$ cat config.mk
export PLATFORM = sky130hd
export DESIGN_NAME = fetch_top
export DESIGN_NICKNAME = d
export VERILOG_FILES = /design/src/common/fetch_pkg.sv /design/src/common/icpu_intf.sv /design/src/fetch/genpc.sv /design/src/fetch/if_stage.sv /design/src/fetch/fetch_ctrl.sv /design/src/rtl/fetch_top.sv
export SDC_FILE = /design/constraint.sdc
export NUM_CORES = 1
export LEC_CHECK = 0
export ABC_AREA = 1
export BUFFER_PORTS_ARGS = -buffer_cell sky130_fd_sc_hd__buf_2
export CAP_MARGIN = 10
export CORE_AREA = 2 2 127 129
export DETAILED_ROUTE_END_ITERATION = 12
export DIE_AREA = 0 0 129 131
export PLACE_DENSITY = 0.72
export SLEW_MARGIN = 0
export SYNTH_ARGS = -nofsm -noshare
export SYNTH_HDL_FRONTEND = slang
export SYNTH_SLANG_ARGS = --single-unit
$ cat constraint.sdc
create_clock -name clk -period 7.55 [get_ports clk]
set_input_delay 0.3775 -clock clk [delete_from_list [all_inputs] [get_ports clk]]
set_output_delay 0.3775 -clock clk [all_outputs]
set_load 0.02 [all_outputs]
$ cat src/common/fetch_pkg.sv
/*
 * Shared types and constants of the instruction-fetch front end.
 * Words are 32 bits and instruction addresses are word aligned.
 * Any error tag outside the TLB-miss and page-fault codes counts as a bus error.
 * Vector addresses are absolute; no vector base register exists.
 */

`default_nettype none

package fetch_pkg;

	////////////////////////////////////////////////////////////////////////////
	// data types
	////////////////////////////////////////////////////////////////////////////

	// instruction or address word
	typedef logic [31:0] word_t;

	// error tag from the instruction memory
	typedef logic [3:0] tag_t;

	// exception code toward the control block
	typedef enum logic [1:0] {
		EXC_NONE       = 2'd0,
		EXC_TLB_MISS   = 2'd1,
		EXC_PAGE_FAULT = 2'd2,
		EXC_BUS_ERR    = 2'd3
	} exc_e;

	////////////////////////////////////////////////////////////////////////////
	// constants
	////////////////////////////////////////////////////////////////////////////

	// tag codes as the memory reports them
	localparam tag_t TAG_TLB_MISS   = 4'hd;
	localparam tag_t TAG_PAGE_FAULT = 4'hc;
	localparam tag_t TAG_BUS_ERR    = 4'hb;

	// exception vectors
	localparam word_t VEC_TLB_MISS   = 32'h0000_0a00;
	localparam word_t VEC_PAGE_FAULT = 32'h0000_0400;
	localparam word_t VEC_BUS_ERR    = 32'h0000_0200;

	// handed to decode whenever no valid word is present
	localparam word_t INSN_NOP = 32'h1500_0000;

endpackage

`default_nettype wire

$ cat src/common/icpu_intf.sv
/*
 * Response side of the instruction-memory port.
 * The memory drives all five signals; ack and err are single-cycle pulses
 * and are never high together. adr echoes the address being answered.
 */

`default_nettype none

interface icpu_intf;

	import fetch_pkg::*;

	// returned instruction word
	word_t dat;
	// response strobes
	logic ack;
	logic err;
	// echoed request address
	word_t adr;
	// error tag, meaningful with err only
	tag_t tag;

	// memory side
	modport mem (output dat, output ack, output err, output adr, output tag);

	// fetch stage side
	modport cpu (input dat, input ack, input err, input adr, input tag);

endinterface

`default_nettype wire

$ cat src/fetch/genpc.sv
/*
 * Program counter and request strobe for the instruction memory.
 * Only one request is outstanding; adr_o stays put until ack or err,
 * except on a redirect, which marks the old response as stale.
 * req_o drops while a frozen response is held and after an err,
 * until the exception redirect arrives.
 */

`default_nettype none

module genpc #(
	parameter fetch_pkg::word_t RESET_PC = 32'h0000_0100
) (
	input  logic             clk,
	input  logic             rst_n_i,
	input  logic             ack_i,
	input  logic             err_i,
	input  logic             freeze_i,
	input  logic             flush_i,
	input  fetch_pkg::word_t redirect_pc_i,
	input  logic             refetch_i,
	output logic             req_o,
	output fetch_pkg::word_t adr_o,
	output logic             discard_o
);

	import fetch_pkg::*;

	logic  resp;
	logic  req_q;
	word_t pc_q;
	// response in flight is for an address before the last redirect
	logic  discard_q;
	// a frozen response sits in the fetch stage
	logic  hold_q;
	logic  held_err_q;
	// err taken, waiting for the vector
	logic  wait_q;

	assign resp      = ack_i | err_i;
	assign req_o     = req_q & !hold_q & !wait_q;
	assign adr_o     = pc_q;
	assign discard_o = discard_q;

	always_ff @(posedge clk) begin
		if (!rst_n_i) begin
			req_q      <= 1'b0;
			pc_q       <= RESET_PC;
			discard_q  <= 1'b0;
			hold_q     <= 1'b0;
			held_err_q <= 1'b0;
			wait_q     <= 1'b0;
		end else begin
			// first request goes out one cycle after reset
			req_q <= 1'b1;
			if (flush_i) begin
				pc_q      <= redirect_pc_i;
				hold_q    <= 1'b0;
				wait_q    <= 1'b0;
				// old request still open, drop its answer
				discard_q <= (req_o | discard_q) & !resp;
			end else if (discard_q) begin
				if (resp)
					discard_q <= 1'b0;
			end else if (hold_q) begin
				// saved word goes to decode in the cycle freeze ends
				if (!freeze_i) begin
					hold_q <= 1'b0;
					if (held_err_q)
						wait_q <= 1'b1;
					else
						pc_q <= pc_q + 32'd4;
				end
			end else if (resp && req_o && !refetch_i) begin
				if (freeze_i) begin
					hold_q     <= 1'b1;
					held_err_q <= err_i;
				end else if (err_i) begin
					wait_q <= 1'b1;
				end else begin
					pc_q <= pc_q + 32'd4;
				end
			end
		end
	end

endmodule

`default_nettype wire

$ cat src/fetch/if_stage.sv
/*
 * Fetch stage between the instruction memory and decode.
 * A response arriving under freeze is saved and shown in the first
 * unfrozen cycle; only one response can be saved at a time.
 * Outputs are combinational from the live response or the saved copy.
 */

`default_nettype none

module if_stage (
	input  logic             clk,
	input  logic             rst_n_i,
	icpu_intf.cpu            icpu,
	input  logic             freeze_i,
	input  logic             flush_i,
	input  logic             discard_i,
	output logic             valid_o,
	output fetch_pkg::word_t insn_o,
	output fetch_pkg::word_t pc_o,
	output logic             refetch_o,
	output fetch_pkg::exc_e  except_o
);

	import fetch_pkg::*;

	logic  resp;
	// response that belongs to the current request
	logic  live;
	logic  live_ack;
	logic  save;
	// stage may hand something to decode
	logic  open;
	logic  saved_q;
	word_t insn_saved_q;
	word_t addr_saved_q;
	exc_e  exc_saved_q;

	// tag decode, unknown tags end up as bus errors
	function automatic exc_e classify(input tag_t tag);
		case (tag)
			TAG_TLB_MISS:   return EXC_TLB_MISS;
			TAG_PAGE_FAULT: return EXC_PAGE_FAULT;
			default:        return EXC_BUS_ERR;
		endcase
	endfunction

	assign resp     = icpu.ack | icpu.err;
	assign live     = resp & !discard_i & !flush_i;
	assign live_ack = live & icpu.ack & !icpu.err;
	assign save     = live & freeze_i & !saved_q;
	assign open     = !freeze_i & !flush_i;

	////////////////////////////////////////////////////////////////////////////
	// saved copy
	////////////////////////////////////////////////////////////////////////////

	always_ff @(posedge clk) begin
		if (!rst_n_i) begin
			saved_q     <= 1'b0;
			exc_saved_q <= EXC_NONE;
		end else if (flush_i || (!freeze_i && !save)) begin
			saved_q     <= 1'b0;
			exc_saved_q <= EXC_NONE;
		end else if (save) begin
			saved_q     <= 1'b1;
			exc_saved_q <= icpu.err ? classify(icpu.tag) : EXC_NONE;
		end
	end

	// payload, qualified by saved_q
	always_ff @(posedge clk) begin
		if (save) begin
			insn_saved_q <= icpu.dat;
			addr_saved_q <= {icpu.adr[31:2], 2'b00};
		end
	end

	////////////////////////////////////////////////////////////////////////////
	// outputs toward decode
	////////////////////////////////////////////////////////////////////////////

	// saved copy wins over anything live
	assign valid_o = open & (saved_q ? (exc_saved_q == EXC_NONE) : live_ack);

	always_comb begin
		if (!open)
			except_o = EXC_NONE;
		else if (saved_q)
			except_o = exc_saved_q;
		else if (live && icpu.err)
			except_o = classify(icpu.tag);
		else
			except_o = EXC_NONE;
	end

	assign insn_o = !valid_o ? INSN_NOP : (saved_q ? insn_saved_q : icpu.dat);
	assign pc_o   = saved_q ? addr_saved_q : {icpu.adr[31:2], 2'b00};

	// ack on top of a saved word is a repeat, not a new word
	assign refetch_o = saved_q & icpu.ack & !discard_i;

endmodule

`default_nettype wire

$ cat src/fetch/fetch_ctrl.sv
/*
 * Freeze and flush control of the fetch front end.
 * An exception redirects fetch one cycle after it is shown; an external
 * flush in that cycle takes priority over the vector.
 * epcr holds the PC of the last faulting fetch until the next fault.
 */

`default_nettype none

module fetch_ctrl (
	input  logic             clk,
	input  logic             rst_n_i,
	input  logic             freeze_i,
	input  logic             flush_i,
	input  fetch_pkg::word_t flush_pc_i,
	input  fetch_pkg::exc_e  except_i,
	input  fetch_pkg::word_t pc_i,
	output logic             if_freeze_o,
	output logic             if_flush_o,
	output fetch_pkg::word_t redirect_pc_o,
	output fetch_pkg::exc_e  except_o,
	output fetch_pkg::word_t epcr_o
);

	import fetch_pkg::*;

	// exception seen last cycle, drives the redirect
	exc_e  exc_q;
	word_t epcr_q;

	function automatic word_t vector_of(input exc_e code);
		case (code)
			EXC_TLB_MISS:   return VEC_TLB_MISS;
			EXC_PAGE_FAULT: return VEC_PAGE_FAULT;
			default:        return VEC_BUS_ERR;
		endcase
	endfunction

	////////////////////////////////////////////////////////////////////////////
	// exception capture
	////////////////////////////////////////////////////////////////////////////

	always_ff @(posedge clk) begin
		if (!rst_n_i)
			exc_q <= EXC_NONE;
		else
			exc_q <= except_i;
	end

	// faulting fetch address
	always_ff @(posedge clk) begin
		if (!rst_n_i)
			epcr_q <= '0;
		else if (except_i != EXC_NONE)
			epcr_q <= pc_i;
	end

	////////////////////////////////////////////////////////////////////////////
	// freeze, flush and redirect
	////////////////////////////////////////////////////////////////////////////

	// freeze goes straight through to both blocks
	assign if_freeze_o = freeze_i;

	// external flush or exception redirect
	assign if_flush_o = flush_i | (exc_q != EXC_NONE);

	// external target first
	assign redirect_pc_o = flush_i ? flush_pc_i : vector_of(exc_q);

	// same-cycle report of the fault
	assign except_o = except_i;
	assign epcr_o   = epcr_q;

endmodule

`default_nettype wire

$ cat src/rtl/fetch_top.sv
/*
 * Instruction-fetch front end with plain ports.
 * The memory must answer each request with one cycle of ack or err and
 * echo the request address; one request is outstanding at a time.
 * RESET_PC must be word aligned.
 */

`default_nettype none

module fetch_top #(
	parameter fetch_pkg::word_t RESET_PC = 32'h0000_0100
) (
	input  logic             clk,
	input  logic             rst_n_i,
	input  fetch_pkg::word_t icpu_dat_i,
	input  logic             icpu_ack_i,
	input  logic             icpu_err_i,
	input  fetch_pkg::word_t icpu_adr_i,
	input  fetch_pkg::tag_t  icpu_tag_i,
	input  logic             freeze_i,
	input  logic             flush_i,
	input  fetch_pkg::word_t flush_pc_i,
	output logic             icpu_req_o,
	output fetch_pkg::word_t icpu_adr_o,
	output logic             if_valid_o,
	output fetch_pkg::word_t if_insn_o,
	output fetch_pkg::word_t if_pc_o,
	output fetch_pkg::exc_e  except_o,
	output fetch_pkg::word_t epcr_o
);

	import fetch_pkg::*;

	logic  if_freeze;
	logic  if_flush;
	word_t redirect_pc;
	logic  discard;
	logic  refetch;
	exc_e  except_code;

	// memory response bundle
	icpu_intf icpu ();

	assign icpu.dat = icpu_dat_i;
	assign icpu.ack = icpu_ack_i;
	assign icpu.err = icpu_err_i;
	assign icpu.adr = icpu_adr_i;
	assign icpu.tag = icpu_tag_i;

	genpc #(
		.RESET_PC (RESET_PC)
	) genpc_i (
		.clk           (clk),
		.rst_n_i       (rst_n_i),
		.ack_i         (icpu_ack_i),
		.err_i         (icpu_err_i),
		.freeze_i      (if_freeze),
		.flush_i       (if_flush),
		.redirect_pc_i (redirect_pc),
		.refetch_i     (refetch),
		.req_o         (icpu_req_o),
		.adr_o         (icpu_adr_o),
		.discard_o     (discard)
	);

	if_stage if_stage_i (
		.clk       (clk),
		.rst_n_i   (rst_n_i),
		.icpu      (icpu.cpu),
		.freeze_i  (if_freeze),
		.flush_i   (if_flush),
		.discard_i (discard),
		.valid_o   (if_valid_o),
		.insn_o    (if_insn_o),
		.pc_o      (if_pc_o),
		.refetch_o (refetch),
		.except_o  (except_code)
	);

	fetch_ctrl fetch_ctrl_i (
		.clk           (clk),
		.rst_n_i       (rst_n_i),
		.freeze_i      (freeze_i),
		.flush_i       (flush_i),
		.flush_pc_i    (flush_pc_i),
		.except_i      (except_code),
		.pc_i          (if_pc_o),
		.if_freeze_o   (if_freeze),
		.if_flush_o    (if_flush),
		.redirect_pc_o (redirect_pc),
		.except_o      (except_o),
		.epcr_o        (epcr_o)
	);

endmodule

`default_nettype wire

# Yosys cells after proc, flatten, opt, wreduce, memory -nomap -nowiden
# Index checks and enable logic that the tools add are counted.
# W data, S select, Z words.
# totals
word_cells	103
inputBits	106
output_inout_bits	132
ff_bits	136
# classes
eq_ne	12
add_sub_neg	1
bitwise	20
n_reduce_logical	26
n_mux	32
# ops
cell	count
$mux W32	12
$add A32 B3 Y32 const B	1
$pmux W12 S2	1
$mux W1	14
$and A1 B1 Y1	13
$reduce_and A6 Y1	2
$logic_not A1 Y1	10
$ne A3 B2 Y1 const B	3
$eq A4 B4 Y1 const B	2
$mux W2	4
$reduce_bool A2 Y1	4
$ne A2 B2 Y1 const B	3
$reduce_and A5 Y1	1
$logic_and A1 B1 Y1	4
$not A1 Y1	4
$pmux W2 S2	1
$reduce_or A2 Y1	2
$ne A3 B1 Y1 const B	1
$or A1 B1 Y1	3
$reduce_bool A3 Y1	1
$eq A2 B1 Y1 const B	1
$eq A2 B2 Y1 const B	1
$logic_not A2 Y1	1
$ne A2 B1 Y1 const B	1
$logic_or A1 B1 Y1	1

# Depth between registers and ports, before layout
# depth
depth_word	10
mapped_depth	12
mapped_depth_nobuf	11

# Modules after synthesis
# A second synthesis with hierarchy kept.
# unflattened
hier_cells	1039
area_unflattened_um2	7582.3
# by_module_without_submodules
module	area_each_um2	n_inst	cells_per_inst	seq_area_each_um2
if_stage	3074.2	1	289	1921.8
genpc	2805.2	1	463	740.7
fetch_ctrl	1702.9	1	287	680.7

# Least setup slack after synthesis
# Ideal clock, no wire load.
# synth_path
path_type	input to register
startpoint	input flush_i
endpoint	register if_stage_i.exc_saved_q[0]
setup_time_ps	122
arrival_ps	5837
cell_stages	8
path_buffers	2
required_time_ps	7428
path_slack_ps	1591
path_cell_list	buf_6 > nor2_4 > nand2_2 > clkbuf_1 > nor3_1 > inv_1 > nand2_1 > a21oi_1
# synth_between
elab_chain_cells	9
# synth_lines
element	line	text
start, declared	fetch_top.sv:21	input logic flush_i,
$or A1 B1 Y1 *	fetch_ctrl.sv:66	assign if_flush_o = flush_i | (exc_q != EXC_NONE);
$logic_not A1 Y1 *	if_stage.sv:48	assign live = resp & !discard_i & !flush_i;
$and A1 B1 Y1 *	if_stage.sv:48	
$and A1 B1 Y1 * (2 in series)	if_stage.sv:50	assign save = live & freeze_i & !saved_q;
named net if_stage_i.save	if_stage.sv:30	logic save;
$logic_not A1 Y1	if_stage.sv:61	end else if (flush_i || (!freeze_i && !save)) begin
$logic_and A1 B1 Y1	if_stage.sv:61	
$logic_or A1 B1 Y1	if_stage.sv:61	
$reduce_or A2 Y1 (no source line)	n/a	
end signal, assigned	if_stage.sv:66	exc_saved_q <= icpu.err ? classify(icpu.tag) : EXC_NONE;
end, declared	if_stage.sv:36	exc_e exc_saved_q;
# The timed path passes the listed nets; every way through them passes the cells marked *.
# A chain may end at the register's enable or synchronous reset.

# Worst setup path after layout
# layout_path
startpoint	input flush_i
endpoint	output if_insn_o[4]
# layout_between
elab_chain_cells	8
elab_cells_between_ends	9
cone_classes	2 x mux; 6 x bitwise; 1 x reduce/logical
# layout_lines
element	line	text
$or A1 B1 Y1 *	fetch_ctrl.sv:66	
$logic_not A1 Y1 *	if_stage.sv:48, if_stage.sv:51	
$and A1 B1 Y1	if_stage.sv:48	
$and A1 B1 Y1 (2 in series)	if_stage.sv:49	assign live_ack = live & icpu.ack & !icpu.err;
$mux W1	if_stage.sv:83	assign valid_o = open & (saved_q ? (exc_saved_q == EXC_NONE) : live_ack);
$and A1 B1 Y1 *	if_stage.sv:83	
$mux W32 *	if_stage.sv:96	assign insn_o = !valid_o ? INSN_NOP : (saved_q ? insn_saved_q : icpu.dat);
end, declared	fetch_top.sv:26	output fetch_pkg::word_t if_insn_o,
# Every way passes the cells marked *; elsewhere a longest branch is shown, timed or not.

==> flow_summary.yaml <==
run_status:
  status: "finished, final reports clean"
power_and_ir_drop:
  irDropWorstVdd_mv: 0.1370
  pwr-share-clk_pct: 43.1
  switching_share_pct: 28.41
  p_sw_w: 0.0005442
  p_int_w: 0.001372
  pwr-share-comb_pct: 13.6
  seq_power_share_pct: 43.3
  p_per_area_nw_per_um2: 221.2
  p_leak_nw: 4.226
yosys:
  yosys-mux-area-fraction_pct: 0
  synth_simple_gate_area_share_pct: 34.30
  synth_compound_area_share_pct: 8.817
  ys_top_cells_by_area: "edfxtp_1 (27%), dfxtp_1 (21%), nand2_1 (20%)"
  yosys.area.top_type: "edfxtp_1"
  yosysUniqueCellTypes: 35
  synth_top_family_by_area: "simple AND/OR/NAND/NOR gates"
  synthCells: 960
  ys_async_sr_fraction_pct: 0
  avgSynthCellArea_um2: 7.140
  synthAdderAreaFrac_pct: 0.1825
  ys_ff_latch: 134
  synth_edf_count: 62
  yosysSeqAreaShare_pct: 48.19
  syn-cell-area_um2: 6854
  synth-xor-area-share_pct: 0.1278
  synth_ff_type: "dfxtp_1"
  synth_top_area_share_pct: 27.16
  yosys_warnings: 0
setup_path:
  path_max_fanout: 36
  crit-reg2reg-launch: "fetch_ctrl_i.exc_q[0]$_SDFF_PN0_"
  crit_path_top_delay_cell: "clkinv_2"
  max_stage_delay_ns: 0.53
  critical_path_buf_inv_count: 4
  r2r_setup_slack_ns: 4.88
  criticalPathCategory: "in -> out"
  crit_family: "buffers and inverters"
  worstReg2RegEnd: "genpc_i.adr_o[11]$_SDFFE_PN0P_"
  reg2reg_depth: 7
  worstPathRequired_ns: 7.17
  arrival_ns: 3.06
  path_cells: "buf_2, nor2_4, nand2_2, clkinv_2, a41oi_2, nor2_4, inv_2, a21oi_1, buf_2"
  start_kind: "input pin"
  critPathCaptureType: "primary output"
global_routing:
  grt_pass1_wl_um: 28490
  grt_pass1_vias: 5853
  grt_max_degree: 67
  antenna_found_initial: 1
  grt_usage_pct: 21.44
  grt.overflow.total: 0
cts:
  cts_setup_buffers: 0
  cts_max_level: 4
  clk_latency_ns: 0.42
  hold_buffers: 0
  cts_buffers: 17
  clk_pin_slew_worst_paths_ns: 0.06
  clock_sinks: 134
  clockRootBuffer: "clkbuf_16"
  cts_tree: "yes"
  clockBufferDepth: 2
  ctsResizeCount: 0
sta:
  fin_crit_sh_pct: 45.54
  setup_tns_ns: 0
  worst_slack_ns: 4.112
  worst_slew_pin_slew_ns: 0.6948
  maxSlewHeadroom_pct: 53.68
  max_freq_mhz: 290.9
  hold_viol: 0
  fin_worst_skew_ns: 0.009109
  slew_viol_final: 0
  fin_crit_ns: 3.438
  rsz0062_at_grt: "no"
  setup_viol: 0
drt:
  drc_errors: 0
  routed_wl_um: 18460
  num_vias: 6539
  drt-initial-drc-count: 338
  via_per_inst: 4.667
  wl_per_cell_um: 13.17
  dr.pass1.iters: 5
  ant_nets: 0
die:
  die_area_um2: 16900
  die_w_um: 129
  initial_core_util_pct: 43.94
  ios: 238
  coreArea_um2: 15600
  rows: 46
  die_y_um: 131
placement:
  place_ws_ns: 4.124
  routabilityCongestion: 0.8464
  place_hpwl_um: 12510
  port_buffers: 231
layout:
  syn_to_final_growth_pct: 26.36
  multi_input_area_um2: 2997
  regArea_um2: 3304
  antenna_cells: 0
  layout-drive-gt1-share_pct: 25.06
  finalNetCount: 1279
  final_util_pct: 55.53
  n_fill_cell: 1546
run:
  drv_cap: 0
min_path:
  holdPathEnd: "if_stage_i.insn_saved_q[17]$_DFFE_PP_"
  hold_path.class: "in -> reg"
  whs_path_depth: 1
  worstHoldStart: "icpu_dat_i[17]"
-- synthesized netlist by cell type, types with 2 or more instances --
master and number:
nand2_1 372, nor2_1 166, inv_1 76, dfxtp_1 72, edfxtp_1 62, a21oi_1 42
nand3_1 36, o21ai_0 31, clkbuf_1 18, o21bai_1 13, a21oi_2 10, buf_6 9
buf_2 8, buf_1 7, nor2_2 5, buf_4 4, inv_2 4, a32o_1 2
and2_1 2, nand2_2 2, nand4_1 2, nor2_4 2, nor3_1 2, nor3b_1 2
-- power by group through the flow --
stage,Clock (W),Combinational (W),Sequential (W)
final,0.000827,0.000260,0.000829
after global routing,0.000874,0.000290,0.000835
after CTS,0.000841,0.000262,0.000829
after detailed placement,0,0.000260,0.000844
after global placement,0,0.000257,0.000843
after floorplan,0,0.000143,0.000870
-- cell usage in the layout (no fill, tap or decap), types with 4 or more instances in the layout --
cell / n
a21oi_2: 10
nand2_1: 372
buf_4: 5
inv_6: 6
clkbuf_16: 18
a21oi_1: 42
nor2_1: 166
nor2_2: 5
clkinvlp_4: 5
edfxtp_1: 62
buf_2: 231
o21ai_0: 31
nand3_1: 36
conb_1: 4
dfxtp_1: 71
inv_1: 76
inv_2: 4
o21bai_1: 13
-- through the flow --
| stage | hold slack (ns) | total power, W | instance area [um2] | std cells |
|---|---|---|---|---|
| 4_1_cts | 0.1289 | 0.001931 | 8661 | 1401 |
| 6_report | 0.1451 | 0.001916 | 8661 | 1401 |
| 5_1_grt | 0.1258 | 0.001998 | 8661 | 1401 |
| 3_5_place_dp | 0.4501 | 0.001104 | 8070 | 1369 |
| 3_3_place_gp | 0.4451 | 0.001100 | 8070 | 1369 |
| 2_1_floorplan | 0.4052 | 0.001013 | 6865 | 963 |
-- metal layers --
layer | vias up | global-route usage [%] | wire length (um)
met4 | 2 | 7.609 | 308
li1 | 3436 | - | -
met5 | - | 0 | 16
met3 | 21 | 6.433 | 1250
met2 | 211 | 34.89 | 8813
met1 | 2869 | 27.24 | 8067
-- sequential cells by signal (all words and copies together), names as in the netlist, 2 cells and up --
name                     flops
if_stage_i.addr_saved_q     30
fetch_ctrl_i.exc_q           2
if_stage_i.insn_saved_q     32
fetch_ctrl_i.epcr_o         30
if_stage_i.exc_saved_q       2
genpc_i.adr_o               32
-- how the worst max path moves through the flow --
stage / from / to / slack, ns / cells past startpoint
3_5_place_dp: flush_i / if_insn_o[4] / 4.12 / 9
3_3_place_gp: flush_i / if_insn_o[4] / 4.17 / 9
2_1_floorplan: flush_i / if_stage_i.exc_saved_q[0]$_SDFFE_PP0P_ / 1.59 / 8
6_report: flush_i / if_insn_o[4] / 4.11 / 9
4_1_cts: flush_i / if_insn_o[4] / 4.10 / 9
5_1_grt: flush_i / if_insn_o[4] / 3.91 / 9
-- final cells by class --
type	instances	share of cell area, %
flip-flops and latches	134	38.15
repair buffers	236	13.78
multi-input cells	702	34.60
well taps	216	3.120
clock inverters	14	1.618
clock buffers	18	5.201
inverters	81	3.525
-- worst register-to-register path, delay by kind of cell, from the launching register on --
family                 cells  cell delay [ns]
buffers and inverters      2             0.85
and+or+nand+nor            5             1.32
DFF                        1             0.38
-- kinds of logic after synthesis --
logic type,count (synthesis)
XOR/XNOR,1
adder cells (fa/ha/maj),1
AO/OA/AOI/OAI,101
AND/OR/NAND/NOR,595
buffers and inverters,127
flip-flops,134
other,1
(Power assumes the default switching activity.)
